--- src/hdl/beam_pkg.sv ---
package beam_pkg;

    // Array geometry and sample format
    localparam int DATA_WIDTH    = 16;
    localparam int NUM_CHANNELS  = 8;
    localparam int CHAN_WIDTH    = 3;
    localparam int MAX_DELAY     = 64;
    localparam int DELAY_WIDTH   = 6;
    // One extra bit per doubling of the channel count, so the sum never overflows
    localparam int SUM_WIDTH     = DATA_WIDTH + CHAN_WIDTH;

    // Focal point in sample units, element k sits at k * ELEMENT_PITCH
    localparam int POS_WIDTH     = 16;
    localparam int ELEMENT_PITCH = 8;

    // Focus calculator states
    localparam logic [2:0] CALC_IDLE    = 3'd0;
    localparam logic [2:0] CALC_SQUARE  = 3'd1;
    localparam logic [2:0] CALC_DIVIDE  = 3'd2;
    localparam logic [2:0] CALC_LOAD    = 3'd3;
    localparam logic [2:0] CALC_ACK     = 3'd4;
    localparam logic [2:0] CALC_RELEASE = 3'd5;

    // Serial summer states
    localparam logic [1:0] SUM_IDLE    = 2'd0;
    localparam logic [1:0] SUM_CAPTURE = 2'd1;
    localparam logic [1:0] SUM_SUMMING = 2'd2;
    localparam logic [1:0] SUM_DONE    = 2'd3;

    // RF sample of one channel
    typedef logic signed [DATA_WIDTH-1:0] sample_t;

    // Beam sum over all channels
    typedef logic signed [SUM_WIDTH-1:0] sum_t;

    // Integer delay in sample instants
    typedef logic [DELAY_WIDTH-1:0] delay_t;

    // Channel index
    typedef logic [CHAN_WIDTH-1:0] chan_t;

endpackage

--- src/hdl/serial_beam_sum.sv ---
`timescale 1ns/100ps

module serial_beam_sum (
    input  logic                                                 clk,
    input  logic                                                 reset,
    input  logic                                                 accept,
    input  logic                                                 busy,
    input  logic [beam_pkg::NUM_CHANNELS*beam_pkg::DATA_WIDTH-1:0] taps,
    output logic                                                 sample_ready,
    output beam_pkg::sum_t                                       beam_out,
    output logic                                                 beam_valid
);
    import beam_pkg::*;

    logic [1:0]                       state;
    logic [1:0]                       next_state;
    chan_t                            channel;
    logic                             ready_q;
    logic [NUM_CHANNELS*DATA_WIDTH-1:0] taps_q;
    sample_t                          current_sample;
    sum_t                             acc;

    // Selected channel from the snapshot
    assign current_sample = sample_t'(taps_q[channel*DATA_WIDTH +: DATA_WIDTH]);

    // No new sample while delays change or a sum is running
    assign sample_ready = ready_q && !busy;

    always_comb begin
        next_state = state;
        case (state)
            SUM_IDLE: begin
                if (accept) begin
                    next_state = SUM_CAPTURE;
                end
            end
            SUM_CAPTURE: next_state = SUM_SUMMING;
            SUM_SUMMING: begin
                if (channel == chan_t'(NUM_CHANNELS - 1)) begin
                    next_state = SUM_DONE;
                end
            end
            SUM_DONE:    next_state = SUM_IDLE;
            default:     next_state = SUM_IDLE;
        endcase
    end

    always_ff @(posedge clk) begin
        if (reset) begin
            state      <= SUM_IDLE;
            channel    <= '0;
            ready_q    <= 1'b0;
            beam_valid <= 1'b0;
        end else begin
            state      <= next_state;
            // Ready and valid rise on the same edge
            ready_q    <= (next_state == SUM_IDLE);
            beam_valid <= (state == SUM_DONE);
            if (state == SUM_SUMMING) begin
                channel <= channel + 1'b1;
            end else begin
                channel <= '0;
            end
        end
    end

    // Snapshot, accumulate with sign extension, then publish
    always_ff @(posedge clk) begin
        case (state)
            SUM_CAPTURE: begin
                taps_q <= taps;
                acc    <= '0;
            end
            SUM_SUMMING: acc <= acc + sum_t'(current_sample);
            SUM_DONE:    beam_out <= acc;
            default: begin
            end
        endcase
    end

endmodule

--- config.mk ---
export PLATFORM = sky130hd
export DESIGN_NAME = serial_beam_sum
export DESIGN_NICKNAME = d
export VERILOG_FILES = /design/src/hdl/beam_pkg.sv /design/src/hdl/serial_beam_sum.sv
export SDC_FILE = /design/constraint.sdc
export NUM_CORES = 1
export LEC_CHECK = 0
export ABC_AREA = 1
export BUFFER_PORTS_ARGS = -buffer_cell sky130_fd_sc_hd__buf_2
export CAP_MARGIN = 0
export CORE_MARGIN = 2
export CORE_UTILIZATION = 53
export DETAILED_ROUTE_END_ITERATION = 7
export GPL_ROUTABILITY_DRIVEN = 0
export GPL_TIMING_DRIVEN = 1
export HOLD_SLACK_MARGIN = 0.1
export PLACE_DENSITY = 0.77
export SKIP_LAST_GASP = 1
export SLEW_MARGIN = 30
export SYNTH_ARGS = -nofsm -noshare
export SYNTH_HDL_FRONTEND = slang
export SYNTH_SLANG_ARGS = --single-unit
--- constraint.sdc ---
create_clock -name clk -period 12.6 [get_ports clk]
set_clock_uncertainty 0.2 [all_clocks]
set_input_delay 1.26 -clock clk [delete_from_list [all_inputs] [get_ports clk]]
set_output_delay 1.26 -clock clk [all_outputs]
set_load 0.02 [all_outputs]
**Yosys cells after proc, flatten, opt, wreduce, memory -nomap -nowiden**

Index checks and enable logic that the tools add are counted.

- Flip-flop bits (word level): 173
- Bits in latches: 0
- Bits in writable memories: 0
- Memory bits (read-only): 0
- Output and inout port bits: 21
- Logic and storage cells: 25
- Memories: 0

- Add/subtract/negate cells: 2
- $mul: 0
- Divide/modulo/power cells: 0
- Order comparisons: 0
- Equal/unequal tests: 4
- Shifts and indexed selects: 1
- Multiplexer cells: 4
- Bitwise operators: 1
- Reductions and logical operators: 6

Operators with widths:

| cell | count |
|---|---|
| 128-bit by 8-bit indexed part select with 16-bit output | 1 |
| 19-bit case mux with 2 select lines | 1 |
| 19-bit by 16-bit adder with 19-bit output | 1 |
| 2-bit case mux with 4 select lines | 1 |
| 2-bit equality test (second input constant) | 2 |
| 2-bit zero test | 2 |
| 2-bit two-way mux | 2 |
| 3-bit by 1-bit adder with 3-bit output (second input constant) | 1 |
| 3-bit equality test (second input constant) | 1 |
| 2-bit by 1-bit equality test with 1-bit output (second input constant) | 1 |
| 2-bit nonzero test | 1 |
| 2-bit OR reduction | 1 |
| 1-bit logical AND | 1 |
| 1-bit zero test | 1 |
| 1-bit NOT | 1 |

**Longest topological paths before layout**

- Word-level depth: 4
- Depth in mapped cells: 20
- Mapped depth without buffers: 17

**Worst setup path before layout**

No wires, ideal clock.

- Kind: register to register
- From: reg state[1]
- To: reg taps_q[0] (enable)
- Library setup time: 0.503 ns
- Arrival: 3.396 ns
- Setup slack: 8.501 ns
- Cell stages (with the launch flop): 3
- Period minus slack after synthesis: 4.099 ns
- Cells stage by stage: dfxtp_1 -> inv_1 -> ha_1

- Word-level cells in the longest chain between the ends: 1

RTL lines:

| element | line | RTL |
|---|---|---|
| start: declaration | serial_beam_sum.sv:15 | `logic [1:0] state;` |
| start signal: assignment | serial_beam_sum.sv:55 | `state <= next_state;` |
| 2-bit by 1-bit equality test with 1-bit output | serial_beam_sum.sv:69 | `case (state)` |
| end signal: assignment | serial_beam_sum.sv:71 | `taps_q <= taps;` |
| end: declaration | serial_beam_sum.sv:19 | `logic [NUM_CHANNELS*DATA_WIDTH-1:0] taps_q;` |

Every way passes these cells.
A chain may end at the register's enable or synchronous reset.

**Final worst setup path**

- From: reg channel[0]
- To: reg acc[16] (data pin)

- Word-level cells in the longest chain between the ends: 3

RTL lines:

| element | line | RTL |
|---|---|---|
| start: declaration | serial_beam_sum.sv:17 | `chan_t channel;` |
| start signal: assignment | serial_beam_sum.sv:60 | `channel <= channel + 1'b1;` |
| 128-bit by 8-bit indexed part select with 16-bit output | serial_beam_sum.sv:24 | `assign current_sample = sample_t'(taps_q[channel*DATA_WIDTH +: DATA_WIDTH]);` |
| 19-bit by 16-bit adder with 19-bit output | serial_beam_sum.sv:74 | `SUM_SUMMING: acc <= acc + sum_t'(current_sample);` |
| 19-bit case mux with 2 select lines | serial_beam_sum.sv:69 |  |
| end signal: assignment | serial_beam_sum.sv:74 |  |
| end: declaration | serial_beam_sum.sv:21 | `sum_t acc;` |

Every way passes these cells.

==> results.py <==
metrics = {
    "timing": {
        "layout_worst_path_cycle_share_pct": 29.2,
        "timing.slew.headroom_pct": 40.5,
        "achievable-frequency_mhz": 271,
        "setup_repair_after_global_routing_missed_its_margin": "no",
        "drv_slew": 0,
        "finalSetupViolations": 0,
        "timing_hold_violations_final": 0,
        "final.setup.tns_ps": 0,
        "post-route-min-period_ps": 3680,
        "least_margin_pin_slew_ps": 892,
    },
    "place": {
        "io_buffer_count": 152,
        "hpwl_um": 11800,
    },
    "critical_path": {
        "timing.critical_path.required_ps": 12590,
        "worstSetupPathType": "flip-flop to flip-flop",
        "critical-path-top-delay-family": "buffers and inverters",
        "ff_to_ff_path_depth": 16,
        "cp-end-kind": "flip-flop",
        "critPathBufInv": 3,
        "critical_path.max_fanout": 67,
        "crit_slowest_cell": "sky130_fd_sc_hd__inv_4",
        "worst-endpoint-arrival_ps": 3680,
        "max_stage_delay_ps": 540,
        "cpMostUsedCell": "sky130_fd_sc_hd__nand2_1",
        "timing.critical_path.depth": 16,
        "cp-start-kind": "flip-flop",
        "path_cells": "inv_4 > o21ai_0 > o22ai_1 > nand2_1 > nand2_1 > ha_1 > inv_1 > fa_1 > inv_1 > nand2_1 > o21ai_2 > nand3_1 > nand2_1 > nand2_1 > a21oi_1 > nor2_1",
    },
    "cts": {
        "tritoncts": "done",
        "cts_max_path_buffers": 2,
        "clock_sink_count": 173,
        "root_buffer": "sky130_fd_sc_hd__clkbuf_16",
        "cts-buffers-inserted": 17,
        "clk_pin_slew_worst_paths_ps": 70,
        "worstSkewPairLatency_ps": 430,
        "post_cts_resize_count": 0,
        "buffer_count_from_post_cts_setup_fixing": 0,
        "htreeDepth": 4,
        "cts_hold_buffers": 0,
    },
    "synth": {
        "synth_seq_cells": 173,
        "postSynthNetCount": 820,
        "post_synth_instance_area_um2": 7550,
        "syn-instance-count": 663,
        "yosysSeqAreaShare_pct": 67.9,
        "synth_async_sr_flop_share_pct": 0,
        "ys_types": 33,
        "dominantRegCellSynth": "sky130_fd_sc_hd__edfxtp_1",
        "avgSynthCellArea_um2": 11.4,
        "synth_edf_count": 166,
        "synth.yosys.warnings": 0,
    },
    "global_route": {
        "first_pass_grt_wire_length_um": 26100,
        "via_count_of_the_first_global_routing_pass": 5414,
        "grt_use_total_pct": 23.0,
        "grt_overflow": 0,
        "grt_start_max_net_pins": 85,
        "antenna_violations_before_repair": 0,
    },
    "drt": {
        "wl_per_cell_um": 16.7,
        "wl_um": 16700,
        "drt.antenna.violating_nets": 0,
        "route.detailed.drc": 0,
        "routed_via_density": 5.48,
        "drt-pass1-iter-count": 6,
        "first_iter_violations": 377,
        "vias": 5504,
    },
    "power_and_ir_drop": {
        "total_power_mw": 1.48,
        "leakage_power_nw": 3.66,
        "power.density_nw_per_um2": 166,
        "worst_ir_drop_vdd_mv": 0.0942,
    },
    "die": {
        "core_area_um2": 13900,
        "die_w_um": 123,
        "die-area_um2": 15200,
        "floorplan.die.height_um": 123,
        "i_o_pins": 153,
        "row_count": 43,
        "initial_utilization_pct": 54.4,
    },
    "cells_and_area": {
        "mostFrequentLayoutCell": "sky130_fd_sc_hd__edfxtp_1",
        "design.final.nets": 968,
        "synthToLayoutAreaGrowth_pct": 18.5,
        "final_layout_size_suffix_gt1_share_pct": 24.4,
        "mostFrequentLayoutCells": "166 x sky130_fd_sc_hd__edfxtp_1, 152 x sky130_fd_sc_hd__buf_2, 114 x sky130_fd_sc_hd__nand2_1, 98 x sky130_fd_sc_hd__nor2_1, 67 x sky130_fd_sc_hd__o21ai_0",
        "antenna-diode-count": 0,
    },
    "run": {
        "maxCapViolCount": 0,
    },
    "run_status": {
        "outcome": "complete, no violations",
    },
    "min_path": {
        "holdPathStages": 0,
        "hold_class": "flip-flop to flip-flop",
    },
}
-- routing by layer --
layer / share of wire (%) / GRT usage (%)
met1: 41 / 30.9
met2: 48 / 37.5
met3: 8.6 / 4.94
met4: 1.8 / 7.74
met5: 0 / 0
-- synthesized netlist by cell type, types with 3 or more instances --
cell type                  count  share of area (%)
sky130_fd_sc_hd__o21ai_2       3               0.35
sky130_fd_sc_hd__o21ai_0      67                4.4
sky130_fd_sc_hd__inv_1        51                2.5
sky130_fd_sc_hd__nor2_1       98                4.9
sky130_fd_sc_hd__a21oi_1      31                2.1
sky130_fd_sc_hd__nand2_1     114                5.7
sky130_fd_sc_hd__buf_6         4               0.60
sky130_fd_sc_hd__o22ai_1      31                2.6
sky130_fd_sc_hd__inv_2         3               0.15
sky130_fd_sc_hd__o21ai_1       7               0.46
sky130_fd_sc_hd__dfxtp_1       7                1.9
sky130_fd_sc_hd__nand3_1      16                1.1
sky130_fd_sc_hd__clkbuf_2      3               0.20
sky130_fd_sc_hd__buf_2         6               0.40
sky130_fd_sc_hd__clkbuf_1      7               0.35
sky130_fd_sc_hd__buf_4         3               0.30
sky130_fd_sc_hd__nand2_2       3               0.25
sky130_fd_sc_hd__edfxtp_1    166                 66
sky130_fd_sc_hd__nor4_1        3               0.25
sky130_fd_sc_hd__ha_1         24                4.0
sky130_fd_sc_hd__nand3_2       4               0.53
-- flip-flops by register name (all words and copies together), names as in the netlist --
register	cells
state	2
taps_q	128
beam_valid	1
channel	3
acc	19
beam_out	19
ready_q	1
-- stage by stage --
step	setup slack [ps]	utilization, %	std cells	cell area, um^2	hold WS, ps
2_1_floorplan	8500	-	663	7550	233
3_3_place_gp	8880	60.6	972	8420	249
3_5_place_dp	9030	60.7	972	8420	252
4_1_cts	8990	64.5	1004	8950	266
5_1_grt	8600	64.5	1004	8950	285
6_report	8920	64.5	1004	8950	263
-- worst paths after layout --
| path | start | end | slack [ps] |
|---|---|---|---|
| worst min register to register | acc[13] | beam_out[13] | 260 |
| worst min-delay path | acc[13] | beam_out[13] | 260 |
| worst max register to register | channel[0] | acc[16] | 8920 |
| worst max-delay path | channel[0] | acc[16] | 8920 |
-- cell type report --
class	count	area (um^2)
fillers	1053	4930
clock buffers	19	433
repair buffers	153	772
multi-input cells	410	2080
clock inverters	13	93.8
inverters	56	213
well taps	180	225
flip-flops and latches	173	5130
-- power by group --
| part | switching (mW) | total (mW) | leakage [nW] | internal [mW] |
|---|---|---|---|---|
| registers | 0.0288 | 0.752 | 1.62 | 0.724 |
| logic | 0.178 | 0.262 | 1.80 | 0.0840 |
| clock network | 0.217 | 0.470 | 0.252 | 0.252 |
| total | 0.425 | 1.48 | 3.66 | 1.06 |
-- cells by family after synthesis --
family	Yosys count	share of synthesized area, %
AO/OA/AOI/OAI	141	10.1
buffers and inverters	80	4.70
adder cells (fa/ha/maj)	25	4.24
flip-flops	173	67.9
AND/OR/NAND/NOR	244	13.1
No activity file was read; power rests on OpenSTA's default activity.
