File: src/hdl/beam_pkg.sv
package beam_pkg;

    // Array geometry and sample format
    localparam int DATA_WIDTH    = 16;
    localparam int NUM_CHANNELS  = 8;
    localparam int CHAN_WIDTH    = 3;
    localparam int MAX_DELAY     = 64;
    localparam int DELAY_WIDTH   = 6;
    // One extra bit per doubling of the channel count, so the sum never overflows
    localparam int SUM_WIDTH     = DATA_WIDTH + CHAN_WIDTH;

    // Focal point in sample units, element k sits at k * ELEMENT_PITCH
    localparam int POS_WIDTH     = 16;
    localparam int ELEMENT_PITCH = 8;

    // Focus calculator states
    localparam logic [2:0] CALC_IDLE    = 3'd0;
    localparam logic [2:0] CALC_SQUARE  = 3'd1;
    localparam logic [2:0] CALC_DIVIDE  = 3'd2;
    localparam logic [2:0] CALC_LOAD    = 3'd3;
    localparam logic [2:0] CALC_ACK     = 3'd4;
    localparam logic [2:0] CALC_RELEASE = 3'd5;

    // Serial summer states
    localparam logic [1:0] SUM_IDLE    = 2'd0;
    localparam logic [1:0] SUM_CAPTURE = 2'd1;
    localparam logic [1:0] SUM_SUMMING = 2'd2;
    localparam logic [1:0] SUM_DONE    = 2'd3;

    // RF sample of one channel
    typedef logic signed [DATA_WIDTH-1:0] sample_t;

    // Beam sum over all channels
    typedef logic signed [SUM_WIDTH-1:0] sum_t;

    // Integer delay in sample instants
    typedef logic [DELAY_WIDTH-1:0] delay_t;

    // Channel index
    typedef logic [CHAN_WIDTH-1:0] chan_t;

endpackage

File: src/hdl/channel_delay_line.sv
`timescale 1ns/100ps

module channel_delay_line #(
    parameter beam_pkg::chan_t CHANNEL = '0
) (
    input  logic              clk,
    input  logic              reset,
    input  logic              push,
    input  beam_pkg::sample_t sample_in,
    input  logic              load,
    input  beam_pkg::chan_t   load_channel,
    input  beam_pkg::delay_t  load_delay,
    output beam_pkg::sample_t tap
);
    import beam_pkg::*;

    // Circular history of the last MAX_DELAY samples
    sample_t              mem [MAX_DELAY];
    logic [MAX_DELAY-1:0] written;
    delay_t               wr_ptr;
    delay_t               rd_ptr;
    delay_t               cur_delay;

    // Wraps for free since MAX_DELAY is a power of two
    assign rd_ptr = wr_ptr - cur_delay;

    always_ff @(posedge clk) begin
        if (reset) begin
            wr_ptr    <= '0;
            written   <= '0;
            cur_delay <= '0;
        end else begin
            if (load && (load_channel == CHANNEL)) begin
                cur_delay <= load_delay;
            end
            if (push) begin
                written[wr_ptr] <= 1'b1;
                wr_ptr          <= wr_ptr + 1'b1;
            end
        end
    end

    always_ff @(posedge clk) begin
        if (push) begin
            mem[wr_ptr] <= sample_in;
            // Zero delay taps the sample being written this cycle
            if (cur_delay == '0) begin
                tap <= sample_in;
            end else if (written[rd_ptr]) begin
                tap <= mem[rd_ptr];
            end else begin
                // Nothing pushed there since reset
                tap <= '0;
            end
        end
    end

endmodule

File: config.mk
export PLATFORM = sky130hd
export DESIGN_NAME = channel_delay_line
export DESIGN_NICKNAME = d
export VERILOG_FILES = /design/src/hdl/beam_pkg.sv /design/src/hdl/channel_delay_line.sv
export SDC_FILE = /design/constraint.sdc
export NUM_CORES = 1
export LEC_CHECK = 0
export BUFFER_PORTS_ARGS = -buffer_cell sky130_fd_sc_hd__buf_4
export CORE_ASPECT_RATIO = 0.75
export CORE_MARGIN = 2
export CORE_UTILIZATION = 23
export CTS_CLUSTER_DIAMETER = 200
export DETAILED_ROUTE_END_ITERATION = 10
export SYNTH_ARGS = -nofsm -noshare
export SYNTH_HDL_FRONTEND = slang
export SYNTH_SLANG_ARGS = --single-unit
File: constraint.sdc
create_clock -name clk -period 4.42 [get_ports clk]
set_input_delay 0.884 -clock clk [delete_from_list [all_inputs] [get_ports clk]]
set_output_delay 0.884 -clock clk [all_outputs]
set_load 0.02 [all_outputs]
# Word-level counts from Yosys, hierarchy flattened
# Memory sizes are Yosys's and may differ from the RTL's.
# Index checks and enable logic that the tools add are counted.
# totals
register_bits	92
mem_bits_rw	1024
in_bits	29
out_inout_bits	16
elab_cells	23
n_memories	1
# classes
add_sub_neg	2
order_cmp	3
muxes	8
bitwise_logic	1
n_reduce_logical	4
# mem_list
memory	depth	word_bits	read_ports	rd_clocked_by_memory_dff	wr	line_no	rtl
mem	64	16	1	0	1	channel_delay_line.sv:18	sample_t mem [MAX_DELAY];
# ops
op	n
64-bit OR	1
16-bit 2-to-1 mux	2
6-bit by 7-bit less-than comparator with 1-bit output, second input constant	2
6-bit by 1-bit adder with 6-bit output, second input constant	1
1-bit binary-select mux with 6-bit select	1
1-bit demux with 6-bit select	1
6-bit by 1-bit greater-or-equal comparator with 1-bit output, second input constant	1
6-bit zero test	1
6-bit subtractor	1
1-bit 2-to-1 mux	4
3-bit zero test	1
1-bit logical AND	2

# Depth between registers and ports, before layout
# Gate-level depths: netlist of run 1.
# logic_depth
depth_word	5
ltp_mapped	13
depth_no_buf	10

# Worst setup path before layout of run 1
# No wires, ideal clock.
# synth_path
path_type	input -> register
start	in push
end	mem mem[40][0] (netlist bit), enable pin
setup_time_ns	0.440
arrival_ns	3.248
required_ns	3.980
slack_ns	0.732
cell_stages	3
n_path_buf	1
path_cell_list	clkbuf_1 and3_1 nor4b_1
# synth_between
elab_chain_len	2
# synth_rtl
item	line_no	rtl
start, declared	channel_delay_line.sv:8	input logic push,
1-bit 2-to-1 mux	channel_delay_line.sv:44	if (push) begin
1-bit 2-to-1 mux (not written as such)	channel_delay_line.sv:45	mem[wr_ptr] <= sample_in;
end, declared	channel_delay_line.sv:18	
# Every way passes these cells.

# Worst setup path in the final report of run 1
# layout_path
start	reg wr_ptr[0]
end	reg tap[2] (data pin)
# layout_between
elab_chain_len	5
word_cells_on_any_way	6
classes_between	1 x add/sub; 4 x mux; 1 x memory
# layout_rtl
item	line_no	rtl
start, declared	channel_delay_line.sv:20	delay_t wr_ptr;
start signal, assigned	channel_delay_line.sv:38	wr_ptr <= wr_ptr + 1'b1;
6-bit subtractor (*)	channel_delay_line.sv:25	assign rd_ptr = wr_ptr - cur_delay;
1-bit binary-select mux with 6-bit select	channel_delay_line.sv:49	end else if (written[rd_ptr]) begin
1-bit 2-to-1 mux (not written as such)	channel_delay_line.sv:49	
16-bit 2-to-1 mux (*)	channel_delay_line.sv:49	
16-bit 2-to-1 mux (*)	channel_delay_line.sv:47	if (cur_delay == '0) begin
end signal, assigned	channel_delay_line.sv:48	tap <= sample_in;
end signal, assigned	channel_delay_line.sv:50	tap <= mem[rd_ptr];
end, declared	channel_delay_line.sv:13	output beam_pkg::sample_t tap
# Mark *: on every way between the ends. The rest lies on a longest branch, timed or not. The select of a mux whose other input is x is not followed.
# A chain may end at the register's enable or synchronous reset.

==> results of run 1 <==
cell usage after synthesis, types with 3 or more instances:
master / number
nor2_1: 205
and2_1: 3
mux4_2: 272
buf_4: 8
a32o_1: 16
a311o_1: 32
a311oi_1: 16
nand2_1: 278
buf_2: 41
dfxtp_1: 76
xor2_1: 5
clkbuf_1: 64
or2_2: 3
edfxtp_1: 1040
nand3_1: 55
nor2b_1: 3
ha_1: 6
a21oi_1: 38
o21ai_0: 18
buf_1: 18
nor3_1: 8
xnor2_1: 3
nand4_1: 4
mux2i_1: 3
inv_1: 9
and3_1: 35
kinds of logic (layout without fill, tap and decap cells):
group	count (synthesis)	count (layout)	synth area share, %
mux	277	277	14.3
xor+xnor	8	8	0.162
flops	1116	1116	75.7
simple gates	606	606	5.85
fa+ha+maj	7	7	0.220
buf+inv	142	368	1.45
compound gates	132	132	2.37
other cells	0	1	0
worst paths after layout:
check                           start                   endpoint  slack, ps
max            wr_ptr[0]$_SDFFE_PP0P_           tap[2]$_DFFE_PP_        280
min                     load_delay[4]  cur_delay[4]$_SDFFE_PP0P_        410
max reg2reg    wr_ptr[0]$_SDFFE_PP0P_           tap[2]$_DFFE_PP_        280
min reg2reg  written[60]$_SDFFE_PP0P_   written[60]$_SDFFE_PP0P_        470
cell usage in the layout, fill, tap and decap left out, types with 3 or more instances in the layout:
cell type | synthesis | final
a21oi_1 | 38 | 38
a311o_1 | 32 | 32
a311oi_1 | 16 | 16
a32o_1 | 16 | 16
and3_1 | 35 | 35
buf_12 | 0 | 14
buf_4 | 8 | 155
bufinv_16 | 0 | 8
clkbuf_1 | 64 | 22
clkbuf_16 | 0 | 107
clkbuf_8 | 0 | 11
clkinv_1 | 0 | 10
clkinv_2 | 0 | 20
clkinv_4 | 0 | 3
dfxtp_1 | 76 | 76
edfxtp_1 | 1040 | 1040
ha_1 | 6 | 5
inv_1 | 9 | 9
inv_6 | 0 | 4
mux2i_1 | 3 | 3
mux4_2 | 272 | 272
nand2_1 | 278 | 278
nand3_1 | 55 | 55
nand4_1 | 4 | 4
nor2_1 | 205 | 205
nor2b_1 | 3 | 3
nor3_2 | 0 | 8
o21ai_0 | 18 | 18
or2_2 | 3 | 3
xor2_1 | 5 | 3
power by group:
group | leakage, nW | total, mW | switching [mW] | internal, mW
Combinational | 4.49 | 2.30 | 1.43 | 0.875
Clock | 1.68 | 9.05 | 3.95 | 5.10
Sequential | 9.98 | 11.6 | 0.0414 | 11.6
final cells by class:
class	instances	share of cell area, %
multi-input cells	1030	19.7
well taps	2502	6.16
inverters	9	0.0665
flip-flops and latches	1116	64.5
repair buffers	169	2.84
clock inverters	50	0.978
diodes	1	0.00493
clock buffers	140	5.73
metal layers:
metal | GRT usage, % | routed length (um) | vias to the layer above
met5 | 0 | 34 | -
met4 | 2.56 | 1940 | 4
met3 | 3.20 | 12100 | 141
met2 | 16.8 | 50100 | 1059
met1 | 18.2 | 52400 | 12200
li1 | - | - | 9423
worst max-delay path: stages (launching register included):
cell and delay [ps]:
dfxtp_1 330, inv_1 100, ha_4 180, fa_4 800
buf_12 270, buf_4 280, mux4_2 330, nand2_1 80
a21oi_1 70, o21ai_0 770, nand3_1 280, a32o_1 330
per-stage QoR:
step           setup slack, ps  util (%)  std cells  cell area (um2)
2_1_floorplan              732         -       2288            43300
3_3_place_gp               481      25.4       4826            47400
3_5_place_dp               431      25.4       4826            47400
4_1_cts                    408      27.2       5016            50800
5_1_grt                    291      27.2       5017            50800
6_report                   280      27.2       5017            50800
registers in the layout, indices dropped and copies added (netlist names):
register   flops
mem         1024
wr_ptr         6
tap           16
written       64
cur_delay      6
==> impl_metrics.env, run 1 <==
export IMPL_status="finished clean"
export IMPL_maxSlewHeadroom_pct=31.3
export IMPL_worst_slew_pin_slew_ps=1020
export IMPL_antenna_found_initial=4
export IMPL_final_max_slew_violation_count=0
export IMPL_seq_area_frac_synth_pct=75.7
export IMPL_remaining_drc_errors=0
export IMPL_start_kind="register"
export IMPL_clock_fmax_mhz=242
export IMPL_p_per_area_mw_per_mm2=452
export IMPL_finalSetupViolCount=0
export IMPL_routed_wl_um=117000
export IMPL_period_minus_slack_ps=4140
export IMPL_cts_sinks=1116
export IMPL_crit_type="register to register"
export IMPL_synthFlopType="edfxtp_1"
export IMPL_routed_via_density=4.55
export IMPL_detail_route_antenna_nets=0
export IMPL_start_util_pct=23.2
export IMPL_crit_path_end_kind="register"
export IMPL_ys_seq_elements=1116
export IMPL_postSynthCellCount=2288
export IMPL_multiInputGateArea_mm2=0.0100
export IMPL_hold_buffers=0
export IMPL_rows=137
export IMPL_cts_tree="done"
export IMPL_rsz0062_at_grt="no"
export IMPL_grt_usage_pct=11.9
export IMPL_core_area_mm2=0.186
export IMPL_peakVddDrop_mv=0.296
export IMPL_cts_buffers=102
export IMPL_crit_arrival_ps=4600
export IMPL_synth_top_area_cell="edfxtp_1"
export IMPL_syn_area_per_cell_um2=18.9
export IMPL_cts_root_to_sink_buffers=3
export IMPL_clkTransAtPathRegs_ps=70
export IMPL_synth_edf_count=1040
export IMPL_first_iter_violations=3002
export IMPL_grt_start_max_net_pins=97
export IMPL_timing_hold_ws_ps=409
export IMPL_ctsRootBufferMaster="clkbuf_16"
export IMPL_synth_top_area_share_pct=72.1
export IMPL_synth_fp_nets=2324
export IMPL_final_hold_viol_count=0
export IMPL_drive_above_1_share_pct=24.9
export IMPL_grt_pass1_wl_um=168000
export IMPL_cp_max_fo=43
export IMPL_die_y_um=380
export IMPL_period_share_pct=93.7
export IMPL_wl_per_cell_um=23.2
export IMPL_via_count=22800
export IMPL_worstRegToRegCells=11
export IMPL_ys_types=47
export IMPL_die_w_um=505
export IMPL_syn_to_final_growth_pct=17.4
export IMPL_grt_pass1_vias=22100
export IMPL_setup_tns_ps=0
export IMPL_gr_total_overflow=0
export IMPL_p_total_mw=23.0
export IMPL_cts_resized=0
export IMPL_cp_required_ps=4890
export IMPL_gp_congestion=0.831
export IMPL_fillCellCount=18600
export IMPL_cellLeakagePower_nw=16.2
export IMPL_io_pins=45
export IMPL_post_cts_setup_buffers=0
export IMPL_clk_latency_ps=720
export IMPL_synth_area_top_cells="edfxtp_1, mux4_2, dfxtp_1"
export IMPL_cap_violations=0
export IMPL_dr_pass1_iters=5
export IMPL_nNetsFinal=2464
export IMPL_syn_cell_area_mm2=0.0433
export IMPL_worst_clock_skew_ps=40.3
export IMPL_htree_levels=3
export IMPL_io_buffers=44
export IMPL_regArea_mm2=0.0328
export IMPL_synth_warning_count=0
export IMPL_dpl_hpwl_um=69900
export IMPL_synthArstFlopShare_pct=0
export IMPL_dieArea_mm2=0.192
export IMPL_hold_path_class="input port to register"
export IMPL_hold_depth=3
No activity file was read; power rests on OpenSTA's default activity.
==> run 2, diff against run 1 <==
--- a/config.mk
+++ b/config.mk
@@ -5,7 +5,8 @@
 export SDC_FILE = /design/constraint.sdc
 export NUM_CORES = 1
 export LEC_CHECK = 0
-export BUFFER_PORTS_ARGS = -buffer_cell sky130_fd_sc_hd__buf_4
+export BUFFER_PORTS_ARGS = -buffer_cell sky130_fd_sc_hd__buf_2
+export CAP_MARGIN = 30
 export CORE_ASPECT_RATIO = 0.75
 export CORE_MARGIN = 2
 export CORE_UTILIZATION = 23
==> run 2 against run 1 <==
- largest cell class unchanged
- design area hardly changed
- wire length is 0.83% higher
- hold slack better by 3.4 ps
- cell count is 0.46% higher
- clock skew is 11 ps lower
- die area stayed put
- power is 2.2% lower
- critical path depth is 1 higher
- register-to-register slack hardly changed
- via count is 0.11% higher
- highest routed layer unchanged
==> impl_metrics.env, run 2 (synthesis results as in run 1) <==
export IMPL_gr_total_overflow=0
export IMPL_mostFrequentLayoutCell="edfxtp_1"
export IMPL_cts_resized=0
export IMPL_r2r_setup_slack_ps=300
export IMPL_via_count=22900
export IMPL_p_clk_share_pct=37.8
export IMPL_start_kind="register"
export IMPL_worstRegToRegCells=12
export IMPL_grt_start_max_net_pins=84
export IMPL_dr_pass1_iters=5
export IMPL_multiInputGateArea_mm2=0.0100
export IMPL_placed_cells=4857
export IMPL_drive_above_1_share_pct=25.3
export IMPL_worst_slew_pin_slew_ps=1010
export IMPL_peakVddDrop_mv=0.258
export IMPL_clkTransAtPathRegs_ps=70
export IMPL_cp_max_fo=35
export IMPL_routed_wl_um=118000
export IMPL_fin_util_pct=27.2
export IMPL_worst_clock_skew_ps=29.5
export IMPL_die_w_um=505
export IMPL_wl_per_cell_um=23.3
export IMPL_grt_pass1_wl_um=167000
export IMPL_ctsRootBufferMaster="clkbuf_16"
export IMPL_finalSetupViolCount=0
export IMPL_syn_to_final_growth_pct=17.3
export IMPL_hold_path_class="input port to register"
export IMPL_gp_congestion=0.846
export IMPL_pwr_share_comb_pct=10.4
export IMPL_crit_arrival_ps=4590
export IMPL_status="finished clean"
export IMPL_finalNonFillerCells=5040
export IMPL_cts_sinks=1116
export IMPL_nNetsFinal=2495
export IMPL_worstReg2RegStart="wr_ptr[0]$_SDFFE_PP0P_"
export IMPL_min_delay_start="load_delay[3]"
export IMPL_r2r_end="tap[2]$_DFFE_PP_"
export IMPL_cap_violations=0
export IMPL_period_minus_slack_ps=4120
export IMPL_top_register="mem"
export IMPL_period_share_pct=93.3
export IMPL_swShare_pct=23.9
export IMPL_layout_common_cells="edfxtp_1, nand2_1, mux4_2, nor2_1, buf_4"
export IMPL_p_switching_mw=5.36
export IMPL_cp_required_ps=4880
export IMPL_cts_tree="done"
export IMPL_first_iter_violations=3229
export IMPL_regArea_mm2=0.0328
export IMPL_io_pins=45
export IMPL_maxSlewHeadroom_pct=33.0
export IMPL_die_y_um=380
export IMPL_grt_pass1_vias=22100
export IMPL_remaining_drc_errors=0
export IMPL_rsz0062_at_grt="no"
export IMPL_dpl_hpwl_um=73600
export IMPL_cellLeakagePower_nw=16.2
export IMPL_crit_path_end_kind="register"
export IMPL_routed_via_density=4.54
export IMPL_io_buffers=44
export IMPL_seqPwrFrac_pct=51.8
export IMPL_cts_buffers=99
export IMPL_final_hold_viol_count=0
export IMPL_internal_power_mw=17.1
export IMPL_post_cts_setup_buffers=0
export IMPL_fillCellCount=18600
export IMPL_grt_usage_pct=11.9
export IMPL_reg_top3="mem (1024), written (64), tap (16)"
export IMPL_cts_root_to_sink_buffers=3
export IMPL_start_util_pct=23.2
export IMPL_crit_type="register to register"
export IMPL_hold_path_end="cur_delay[3]$_SDFFE_PP0P_"
export IMPL_setup_tns_ps=0
export IMPL_dieArea_mm2=0.192
export IMPL_antenna_found_initial=14
export IMPL_core_area_mm2=0.186
export IMPL_htree_levels=3
export IMPL_hold_buffers=0
export IMPL_hold_depth=3
export IMPL_final_max_slew_violation_count=0
export IMPL_p_per_area_mw_per_mm2=443
export IMPL_clk_latency_ps=700
export IMPL_clock_fmax_mhz=242
export IMPL_largest_reg_flops=1024
export IMPL_rows=137
export IMPL_detail_route_antenna_nets=0
==> run 2: power groups by stage <==
stage,Sequential [mW],Combinational (mW),Clock (mW)
2_1_floorplan,11.8,1.32,0
3_3_place_gp,11.9,2.33,0
3_5_place_dp,11.9,2.34,0
4_1_cts,11.6,2.34,8.64
5_1_grt,11.6,2.48,9.05
6_report,11.6,2.35,8.49
==> run 2: through the flow <==
stage | hold WS, ps | instance area (um2) | power (mW) | setup WS, ps
2_1_floorplan | 435 | 43300 | 13.2 | 732
3_3_place_gp | 444 | 47500 | 14.2 | 195
3_5_place_dp | 453 | 47600 | 14.2 | 178
4_1_cts | 359 | 50700 | 22.6 | 182
5_1_grt | 396 | 50800 | 23.1 | 217
6_report | 413 | 50800 | 22.5 | 295
==> run 2: area by class of cell <==
type	count	share of cell area [%]
Antenna cell	1	0.00493
Clock buffer	130	5.41
Sequential cell	1116	64.5
Timing Repair Buffer	203	3.30
Tap cell	2502	6.17
Inverter	9	0.0666
Multi-Input combinational cell	1030	19.8
Clock inverter	49	0.757
==> run 2: per-layer routing <==
| metal | track usage (%) | vias to the layer above | part of all wire, % |
|---|---|---|---|
| met5 | 0 | - | 0.029 |
| met4 | 2.99 | 6 | 2.1 |
| met3 | 4.09 | 148 | 12 |
| met2 | 16.3 | 1129 | 42 |
| met1 | 17.8 | 12100 | 44 |
| li1 | - | 9481 | - |
==> run 2: worst max path at each step <==
stage                                 startpoint              endpoint  slack, ps  cells after the start
final                     wr_ptr[0]$_SDFFE_PP0P_      tap[2]$_DFFE_PP_        300                     12
after global routing      wr_ptr[0]$_SDFFE_PP0P_      tap[2]$_DFFE_PP_        220                     12
after CTS                 wr_ptr[0]$_SDFFE_PP0P_      tap[8]$_DFFE_PP_        180                     12
after detailed placement  wr_ptr[0]$_SDFFE_PP0P_      tap[8]$_DFFE_PP_        180                     12
after global placement    wr_ptr[0]$_SDFFE_PP0P_      tap[8]$_DFFE_PP_        200                     12
after floorplan                             push  mem[40][0]$_DFFE_PP_        730                      3
==> run 2: worst max-delay path, cell delays in order (launching register included) <==
cell,delay (ps)
dfxtp_1,330
inv_1,100
ha_4,180
fa_4,900
buf_12,280
buf_12,270
mux4_2,340
nand2_1,80
a21oi_1,80
o21ai_0,650
buf_4,230
nand3_1,100
a32o_1,290
