File: config.mk
export PLATFORM = sky130hd
export DESIGN_NAME = focus_delay_calc
export DESIGN_NICKNAME = d
export VERILOG_FILES = /design/src/hdl/beam_pkg.sv /design/src/hdl/focus_delay_calc.sv
export SDC_FILE = /design/constraint.sdc
export NUM_CORES = 1
export LEC_CHECK = 0
export BUFFER_PORTS_ARGS = -buffer_cell sky130_fd_sc_hd__clkbuf_2
export CAP_MARGIN = 20
export CORE_UTILIZATION = 35
export CTS_BUF_LIST = sky130_fd_sc_hd__clkbuf_2 sky130_fd_sc_hd__clkbuf_4 sky130_fd_sc_hd__clkbuf_8
export CTS_CLUSTER_DIAMETER = 30
export CTS_CLUSTER_SIZE = 25
export DETAILED_ROUTE_END_ITERATION = 6
export GPL_ROUTABILITY_DRIVEN = 0
export PLACE_DENSITY = 0.62
export SYNTH_ARGS = -nofsm -noshare
export SYNTH_HDL_FRONTEND = slang
export SYNTH_SLANG_ARGS = --single-unit
File: constraint.sdc
create_clock -name clk -period 8.75 [get_ports clk]
set_input_delay 0.875 -clock clk [delete_from_list [all_inputs] [get_ports clk]]
set_output_delay 0.875 -clock clk [all_outputs]
set_load 0.01 [all_outputs]
File: src/hdl/beam_pkg.sv
package beam_pkg;

    // Array geometry and sample format
    localparam int DATA_WIDTH    = 16;
    localparam int NUM_CHANNELS  = 8;
    localparam int CHAN_WIDTH    = 3;
    localparam int MAX_DELAY     = 64;
    localparam int DELAY_WIDTH   = 6;
    // One extra bit per doubling of the channel count, so the sum never overflows
    localparam int SUM_WIDTH     = DATA_WIDTH + CHAN_WIDTH;

    // Focal point in sample units, element k sits at k * ELEMENT_PITCH
    localparam int POS_WIDTH     = 16;
    localparam int ELEMENT_PITCH = 8;

    // Focus calculator states
    localparam logic [2:0] CALC_IDLE    = 3'd0;
    localparam logic [2:0] CALC_SQUARE  = 3'd1;
    localparam logic [2:0] CALC_DIVIDE  = 3'd2;
    localparam logic [2:0] CALC_LOAD    = 3'd3;
    localparam logic [2:0] CALC_ACK     = 3'd4;
    localparam logic [2:0] CALC_RELEASE = 3'd5;

    // Serial summer states
    localparam logic [1:0] SUM_IDLE    = 2'd0;
    localparam logic [1:0] SUM_CAPTURE = 2'd1;
    localparam logic [1:0] SUM_SUMMING = 2'd2;
    localparam logic [1:0] SUM_DONE    = 2'd3;

    // RF sample of one channel
    typedef logic signed [DATA_WIDTH-1:0] sample_t;

    // Beam sum over all channels
    typedef logic signed [SUM_WIDTH-1:0] sum_t;

    // Integer delay in sample instants
    typedef logic [DELAY_WIDTH-1:0] delay_t;

    // Channel index
    typedef logic [CHAN_WIDTH-1:0] chan_t;

endpackage

File: src/hdl/focus_delay_calc.sv
`timescale 1ns/100ps

module focus_delay_calc (
    input  logic                           clk,
    input  logic                           reset,
    input  logic                           req,
    input  logic [beam_pkg::POS_WIDTH-1:0] x_f,
    input  logic [beam_pkg::POS_WIDTH-1:0] z_f,
    output logic                           ack,
    output logic                           busy,
    output logic                           load,
    output beam_pkg::chan_t                load_channel,
    output beam_pkg::delay_t               load_delay
);
    import beam_pkg::*;

    logic [2:0]                       state;
    chan_t                            channel;
    logic [$clog2(2*POS_WIDTH)-1:0]   bit_cnt;

    logic [POS_WIDTH-1:0]             x_lat;
    logic [POS_WIDTH-1:0]             z_lat;
    logic [POS_WIDTH-1:0]             elem_pos;
    logic [POS_WIDTH-1:0]             dx;
    logic [POS_WIDTH:0]               divisor;

    // Dividend shifts out the top while quotient bits shift in at the bottom
    logic [2*POS_WIDTH-1:0]           quot;
    logic [POS_WIDTH:0]               rem;
    logic [POS_WIDTH+1:0]             trial;
    logic [POS_WIDTH+1:0]             diff;
    logic                             q_bit;
    delay_t                           delay_clamped;

    // Lateral distance from the focal point to the current element
    assign elem_pos = POS_WIDTH'(channel) * POS_WIDTH'(ELEMENT_PITCH);
    assign dx       = (x_lat >= elem_pos) ? (x_lat - elem_pos) : (elem_pos - x_lat);

    // Parabolic delay is dx^2 / (2 * z_f)
    assign divisor  = {z_lat, 1'b0};

    // One restoring step
    assign trial = {rem, quot[2*POS_WIDTH-1]};
    assign diff  = trial - {1'b0, divisor};
    assign q_bit = (trial >= {1'b0, divisor});

    // A zero divisor leaves an all-ones quotient, which clamps to the maximum here
    assign delay_clamped = (|quot[2*POS_WIDTH-1:DELAY_WIDTH]) ?
                           delay_t'(MAX_DELAY - 1) : quot[DELAY_WIDTH-1:0];

    always_ff @(posedge clk) begin
        if (reset) begin
            state   <= CALC_IDLE;
            channel <= '0;
            bit_cnt <= '0;
            ack     <= 1'b0;
            busy    <= 1'b0;
            load    <= 1'b0;
        end else begin
            load <= 1'b0;
            case (state)
                CALC_IDLE: begin
                    if (req && !ack) begin
                        busy    <= 1'b1;
                        channel <= '0;
                        state   <= CALC_SQUARE;
                    end
                end
                CALC_SQUARE: begin
                    bit_cnt <= '0;
                    state   <= CALC_DIVIDE;
                end
                CALC_DIVIDE: begin
                    bit_cnt <= bit_cnt + 1'b1;
                    if (bit_cnt == ($clog2(2*POS_WIDTH))'(2*POS_WIDTH - 1)) begin
                        state <= CALC_LOAD;
                    end
                end
                CALC_LOAD: begin
                    load <= 1'b1;
                    if (channel == chan_t'(NUM_CHANNELS - 1)) begin
                        state <= CALC_ACK;
                    end else begin
                        channel <= channel + 1'b1;
                        state   <= CALC_SQUARE;
                    end
                end
                CALC_ACK: begin
                    // All lines hold their new delays by now
                    ack   <= 1'b1;
                    busy  <= 1'b0;
                    state <= CALC_RELEASE;
                end
                CALC_RELEASE: begin
                    if (!req) begin
                        ack   <= 1'b0;
                        state <= CALC_IDLE;
                    end
                end
                default: begin
                    state <= CALC_IDLE;
                end
            endcase
        end
    end

    // Datapath
    always_ff @(posedge clk) begin
        case (state)
            CALC_IDLE: begin
                if (req && !ack) begin
                    x_lat <= x_f;
                    z_lat <= z_f;
                end
            end
            CALC_SQUARE: begin
                quot <= (2*POS_WIDTH)'(dx) * (2*POS_WIDTH)'(dx);
                rem  <= '0;
            end
            CALC_DIVIDE: begin
                quot <= {quot[2*POS_WIDTH-2:0], q_bit};
                rem  <= q_bit ? diff[POS_WIDTH:0] : trial[POS_WIDTH:0];
            end
            CALC_LOAD: begin
                load_channel <= channel;
                load_delay   <= delay_clamped;
            end
            default: begin
            end
        endcase
    end

endmodule

# ---- After elaboration in Yosys (flattened, before gate mapping)
# Cells that the tools add are included.
dict set report op_classes {
  add_sub_neg 5
  n_mul 1
  n_lt_le_gt_ge 2
  eq_ne 11
  muxes 18
  reduce_logical 13
}
# operator n
set ops {}
lappend ops {{one-hot mux 32 bit (2 select lines)} 1}
lappend ops {{one-hot mux 17 bit (2 select lines)} 1}
lappend ops {{multiplier 16 x 16 -> 32 bit} 1}
lappend ops {{OR reduction 26 bit} 1}
lappend ops {{>= comparator 18 x 17 -> 1 bit} 1}
lappend ops {{two-way mux 3 bit} 6}
lappend ops {{one-hot mux 3 bit (6 select lines)} 1}
lappend ops {{two-way mux 17 bit} 1}
lappend ops {{subtractor 17 bit} 1}
lappend ops {{>= comparator 16 x 6 -> 1 bit} 1}
lappend ops {{two-way mux 16 bit} 1}
lappend ops {{subtractor 16 x 6 -> 16 bit} 1}
lappend ops {{subtractor 6 x 16 -> 16 bit} 1}
lappend ops {{one-hot mux 5 bit (2 select lines)} 1}
lappend ops {{equality test 3 bit, second input constant} 3}
lappend ops {{inequality test 2 bit, second input constant} 4}
lappend ops {{nonzero test 2 bit} 4}
lappend ops {{equality test 3 x 2 -> 1 bit, second input constant} 2}
lappend ops {{one-hot mux 3 bit (2 select lines)} 1}
lappend ops {{AND reduction 2 bit} 3}
lappend ops {{AND reduction 3 bit} 2}
lappend ops {{adder 5 x 1 -> 5 bit, second input constant} 1}
lappend ops {{equality test 5 bit, second input constant} 1}
lappend ops {{one-hot mux 1 bit (2 select lines)} 2}
lappend ops {{6 further kinds} 8}
dict set report totals {
  reg_bits 104
}

# ---- Longest topological paths before layout
# Gate-level depths: netlist of run 1.
dict set report depth {
  word_depth 4
  depth_mapped 36
  ltp_nobuf 33
}

# ---- Worst setup path after synthesis of run 1
# Ideal clock, no wire load.
dict set report synth_path {
  path_kind {reg-to-reg}
  from {register x_lat[0]}
  to {register quot[27], data pin}
  arrival_time_ps 7635
  required_ps 8480
  slack_ps 844
  path_stages_with_launch 33
  path_buffers 1
  path_cell_list {edfxtp_1 -> inv_1 -> clkbuf_1 -> ha_1 -> nand3b_1 -> a211oi_1 -> a21oi_1 -> xnor2_1 -> clkinv_1 -> nand2_1 -> inv_1 -> fa_1 -> inv_1 -> fa_1 -> inv_1 -> fa_1 -> inv_1 -> fa_1 -> inv_1 -> fa_1 -> inv_1 -> fa_1 -> inv_1 -> ha_1 -> and4_1 -> and3_1 -> o31ai_1 -> o211ai_1 -> a21boi_0 -> o21a_1 -> a31oi_1 -> xnor2_1 -> a21oi_1}
}
dict set report synth_via {
  elab_chain_len 4
}
# item line
set synth_lines {}
lappend synth_lines {{start: declaration} focus_delay_calc.sv:21} ;# logic [POS_WIDTH-1:0] x_lat;
lappend synth_lines {{start signal: assignment} focus_delay_calc.sv:112} ;# x_lat <= x_f;
lappend synth_lines {{subtractor 6 x 16 -> 16 bit, or another cell as far along} focus_delay_calc.sv:37} ;# assign dx = (x_lat >= elem_pos) ? (x_lat - elem_pos) : (elem_pos - x_lat);
lappend synth_lines {{two-way mux 16 bit (*)} focus_delay_calc.sv:37}
lappend synth_lines {{multiplier 16 x 16 -> 32 bit (*)} focus_delay_calc.sv:117} ;# quot <= (2*POS_WIDTH)'(dx) * (2*POS_WIDTH)'(dx);
lappend synth_lines {{one-hot mux 32 bit (2 select lines) (*)} focus_delay_calc.sv:109} ;# case (state)
lappend synth_lines {{end signal: assignment} focus_delay_calc.sv:117}
lappend synth_lines {{end signal: assignment} focus_delay_calc.sv:121} ;# quot <= {quot[2*POS_WIDTH-2:0], q_bit};
lappend synth_lines {{end: declaration} focus_delay_calc.sv:28} ;# logic [2*POS_WIDTH-1:0] quot;
# Mark *: on every way between the ends. The rest lies on a longest branch, timed or not.
# A chain may end at the register's enable or synchronous reset.

# ---- Final worst setup path of run 1
dict set report layout_path {
  from {register channel[2]}
  to {register quot[21], data pin}
}
dict set report layout_via {
  elab_chain_len 4
}
# item line
set layout_lines {}
lappend layout_lines {{start: declaration} focus_delay_calc.sv:18} ;# chan_t channel;
lappend layout_lines {{start signal: assignment} focus_delay_calc.sv:84} ;# channel <= channel + 1'b1;
lappend layout_lines {{subtractor 6 x 16 -> 16 bit, or another cell as far along} focus_delay_calc.sv:37}
lappend layout_lines {{two-way mux 16 bit (*)} focus_delay_calc.sv:37}
lappend layout_lines {{multiplier 16 x 16 -> 32 bit (*)} focus_delay_calc.sv:117}
lappend layout_lines {{one-hot mux 32 bit (2 select lines) (*)} focus_delay_calc.sv:109}
# Marked as above.

==> out/metrics.csv, run 1 <==
metric,value,unit
end_kind,flip-flop,
worst_path_max_delay_cell,or4_4,
worstPathMaxFanout,9,
status,finished clean,
hold_viol,0,
synth_top_family_by_area,adder cells,
crit_path_frequent_cell,fa_1,
synthSimpleGateAreaFrac,0.132,
syn-num-nets,1667,
finalWirelength,28100,um
yosys.area.top_type_share,0.263,
die_x,192,um
place_area,13500,sq um
synthFlopType,edfxtp_1,
die-area,36800,sq um
place_inst,1840,
yosys.area.top_type,fa_1,
rr_endpoint,quot[21],
cts_buffers,9,
rr_worst_depth,29,
drt-initial-drc-count,462,
rows,69,
drc,0,
netlist_instances,1341,
clk_pin_slew,0.11,ns
cpPeakStageDelay,0.60,ns
syn_area_per_cell,9.41,sq um
synth_area_leaders,"fa_1 (26%), edfxtp_1 (21%), ha_1 (12%), inv_1 (8.4%), nand2_1 (3.6%)",
coreArea,35500,sq um
crit_arrival,8.37,ns
ys_types,65,
clkSinkCount,104,
antenna_found_initial,0,
dr.pass1.iters,7,
htreeDepth,3,
busiest_layer,met2,
grtUsageMet1,0.217,
seq_area_frac_synth,0.236,
portBuffers,46,
finClkSkew,0.0170,ns
async_flop_share,0,
fill_cells,3539,
rsz0062_at_grt,no,
worst_slew_pin_slew,1.06,ns
timing.final.max_slew_violations,0,
wl_per_cell,15.2,um
cp-start-kind,flip-flop,
yosysWarnings,0,
drv_cap,0,
final_area,13700,sq um
post_cts_buffers,0,
grt_overflow,0,
root_buffer,clkbuf_8,
num_io_pins,47,
slew_headroom,0.290,
r2r-start,channel[2],
post_route_cells_drive_above_1_share,0.0910,
synth_compound_area_frac,0.0909,
post-route-period-util,0.943,
muxShareOfSynthArea,0.0137,
syn_area,12600,sq um
cts_tree,yes,
hpwl,23200,um
syn_to_final_growth,8.88,%
grt_pass1_wl,46800,um
worstPathRequired,8.86,ns
fin_setup_tns,0,ns
instances_no_fill,1856,
synth.top_cells.by_count,"inv_1 (283), fa_1 (166), ha_1 (125)",
yosysMostFrequentCell,inv_1,
insertion_delay,0.37,ns
crit_start,channel[2],
vias,9116,
setup_viol,0,
dieHeight,192,um
synth_xor_area_frac,0.0400,
ys_ff_latch,104,
grt_max_degree,52,
grt_pass1_vias,9356,
ff2ff_setup_slack,0.49,ns
synth_fa_ha_area_frac,0.387,
viasPerCell,4.91,
synth-edff-count,90,
worstHoldPathType,reg2reg,
initial_core_util,0.355,
final_nets,1716,
crit_type,reg2reg,
grt_usage,0.162,
postRouteAntennaNets,0,
endpoint,quot[21],
grtUsageMet3,0.0232,
clock_path_buffers,2,
use_met2,0.273,
min_period,8.26,ns
fmax,121,MHz
final_util,0.387,
antennaDiodeCount,0,
## through the flow
step	hold WS [ns]	setup slack (ns)
2_1_floorplan	0.424	0.844
3_3_place_gp	0.447	0.297
3_5_place_dp	0.454	0.0655
4_1_cts	0.476	0.0503
5_1_grt	0.509	0.0148
6_report	0.479	0.495
## cells by family after synthesis
| group | count (synthesis) |
|---|---|
| adder cells (fa/ha/maj) | 291 |
| multiplexers | 17 |
| XOR/XNOR | 55 |
| AO/OA/AOI/OAI | 184 |
| buffers and inverters | 326 |
| flip-flops | 104 |
| AND/OR/NAND/NOR | 364 |
## per-layer routing
layer / up-vias / wire, um
li1: 4400 / -
met1: 4475 / 12700
met2: 198 / 13500
met3: 43 / 1270
met4: 0 / 703
met5: - / 0
## registers in the layout (all words and copies together), names as in the netlist
signal	count
rem	17
load	1
busy	1
z_lat	16
bit_cnt	5
x_lat	16
state	3
quot	32
ack	1
load_channel	3
channel	3
load_delay	6
## final cells by class
type / count / area [sq um] / area share
multi-input cells: 911 / 8410 / 0.612
flip-flops and latches: 104 / 2980 / 0.217
inverters: 289 / 1090 / 0.0792
well taps: 461 / 577 / 0.0420
repair buffers: 75 / 448 / 0.0326
clock buffers: 9 / 124 / 0.00902
clock inverters: 7 / 108 / 0.00784
## worst min path at each step
stage                     slack, ns       start          to  cells past startpoint
final                          0.48  bit_cnt[3]  bit_cnt[3]                      1
after global routing           0.51  bit_cnt[3]  bit_cnt[3]                      1
after CTS                      0.48  bit_cnt[3]  bit_cnt[3]                      1
after detailed placement       0.45  bit_cnt[3]  bit_cnt[3]                      1
after global placement         0.45  bit_cnt[3]  bit_cnt[3]                      1
after floorplan                0.42  bit_cnt[3]  bit_cnt[3]                      1
## cell usage in the layout, fill, tap and decap left out, drive strengths merged, types with 29 or more instances in the layout
master  Yosys  routed
fa        166     166
nand2     122     122
a21oi      62      62
edfxtp     90      90
xnor2      34      34
clkbuf     24      55
buf        13      29
inv       288     291
o21ai      42      42
ha        125     125
nor2      124     124
## critical path: cells and delay by family (launching register included)
kind	cells	cell delay, ns
adder cells (fa/ha/maj)	8	3.75
AND/OR/NAND/NOR	6	1.34
XOR/XNOR	2	0.70
AO/OA/AOI/OAI	8	1.36
flip-flops	1	0.42
buffers and inverters	5	0.42
## timing repair
action,in CTS,in global routing
resized for setup,0,8
hold buffers,0,0
endpoints found under the setup margin,0,15
hold endpoints to repair,0,0
Power of run 1 is not shown: default switching activity piles up to over one toggle a cycle in this logic, so the estimate is an artifact.
==> run 2: changes to the inputs <==
Settings changed: CORE_UTILIZATION 35 to 50, PLACE_DENSITY 0.62 to unset, PLACE_DENSITY_LB_ADDON set to 0.1.
==> run 2 against run 1 <==
Sequential share of layout area increased by 0.19 points. Cell area decreased by 0.88%. First-iteration DRC count increased by 33%. Global-route usage increased by 6.3 points.
==> out/metrics.csv, run 2 (synthesis results as in run 1) <==
metric,value,unit,change
status,finished clean,,
drv_cap,0,,unchanged
coreArea,24500,sq um,-31%
slew_headroom,0.610,,+0.320
top_register,quot,,
cpPeakStageDelay,0.61,ns,about the same
vias,9071,,-0.49%
whs,0.495,ns,+0.0164 ns
timing.final.max_slew_violations,0,,unchanged
final_nets,1720,,+0.23%
rr_worst_depth,31,,+6.9%
grt_usage,0.225,,+0.0626
min_from,bit_cnt[3],,
end_kind,flip-flop,,
grt_overflow,0,,unchanged
htreeDepth,3,,unchanged
ff2ff_setup_slack,0.51,ns,about the same
clkSinkCount,104,,unchanged
hold_end,bit_cnt[3],,
fmax,121,MHz,+0.16%
hpwl,22900,um,-1.1%
cts_buffers,9,,unchanged
rr_endpoint,quot[21],,
worst_path_max_delay_cell,or4_4,,
setup_viol,0,,unchanged
largest_reg_flops,32,,unchanged
instances_no_fill,1723,,-7.2%
syn_to_final_growth,7.92,%,
cts_tree,yes,,
root_buffer,clkbuf_8,,
num_io_pins,47,,unchanged
worst_slew_pin_slew,0.582,ns,-0.483 ns
viasPerCell,5.26,,+7.2%
final_common_cell,inv_1,,
crit_arrival,8.36,ns,about the same
finalWirelength,27700,um,-1.4%
grt_pass1_wl,45900,um,-1.9%
place_inst,1699,,-7.7%
clock_path_buffers,2,,unchanged
die_x,161,um,-16%
die-area,25900,sq um,-30%
post-route-period-util,0.942,,-0.00149
postRouteAntennaNets,0,,unchanged
top_regs,"quot x32, rem x17",,
final_area,13600,sq um,-0.88%
grt_pass1_vias,9159,,-2.1%
antenna_found_initial,0,,unchanged
hold_viol,0,,unchanged
crit_path_frequent_cell,fa_1,,
drt-initial-drc-count,616,,+33%
min_period,8.24,ns,-0.0130 ns
final_cell_mix,"inv_1 (281), fa_1 (166), ha_1 (124)",,
finClkSkew,0.0191,ns,+0.00215 ns
clk_pin_slew,0.12,ns,about the same
dieHeight,161,um,-16%
antennaDiodeCount,0,,unchanged
insertion_delay,0.38,ns,about the same
worstPathRequired,8.87,ns,about the same
grt_max_degree,52,,unchanged
drc,0,,unchanged
final_util,0.555,,+0.168
post_route_cells_drive_above_1_share,0.0951,,+0.00403
worstHoldPathType,reg2reg,,
cp-start-kind,flip-flop,,
portBuffers,46,,unchanged
initial_core_util,0.514,,+0.159
crit_type,reg2reg,,
worstHoldPathCells,1,,unchanged
r2r-start,channel[1],,
worstPathMaxFanout,10,,+1
place_area,13300,sq um,-1.5%
rows,57,,-17%
wl_per_cell,16.1,um,+6.2%
dr.pass1.iters,5,,-2
## run 2: layout make-up
| type | instances | area, sq um |
|---|---|---|
| inverters | 289 | 1090 |
| repair buffers | 79 | 510 |
| flip-flops and latches | 104 | 2980 |
| multi-input cells | 911 | 8420 |
| well taps | 324 | 405 |
| clock buffers | 10 | 138 |
| fillers | 2268 | 10900 |
| clock inverters | 6 | 72.6 |
## run 2: per-layer routing
layer  vias up  part of all wire  global-route usage
met3        33             0.057              0.0302
met5         -                 0                   0
met1      4387              0.45               0.318
met4         0             0.019              0.0489
met2       246              0.47               0.371
li1       4405                 -                   -
## run 2: worst max-delay path by stage
stage	endpoint	from	slack (ns)	depth (start not counted)
floorplan	quot[27]	x_lat[0]	0.84	32
global placement	quot[21]	channel[2]	0.08	28
detailed placement	quot[27]	channel[2]	0.03	29
CTS	quot[27]	channel[2]	0.07	31
global route	quot[21]	channel[1]	-0.04	31
finish	quot[21]	channel[1]	0.51	31
## run 2: timing repair
action,4_1_cts,5_1_grt
hold buffers,0,0
endpoints found under the setup margin,1,16
cloned,0,0
pin swaps,0,3
setup buffers,0,5
gates resized for setup,1,9
## run 2: critical path: cells and delay by family (launching register included)
kind                       cells  cell delay, ns
and+or+nand+nor                8            1.64
AOI/OAI and AO/OA              6            1.00
DFF                            1            0.41
adders and majority gates      8            3.61
xor gates and xnor gates       2            0.66
buffers and inverters          7            0.67
## run 2: metrics by stage
stage               TNS [ns]  worst slack [ns]
global placement           0            0.0799
finish                     0             0.508
floorplan                  0             0.844
global route         -0.0688           -0.0352
detailed placement         0            0.0251
CTS                        0            0.0654
Power of run 2 is left out for the same reason.
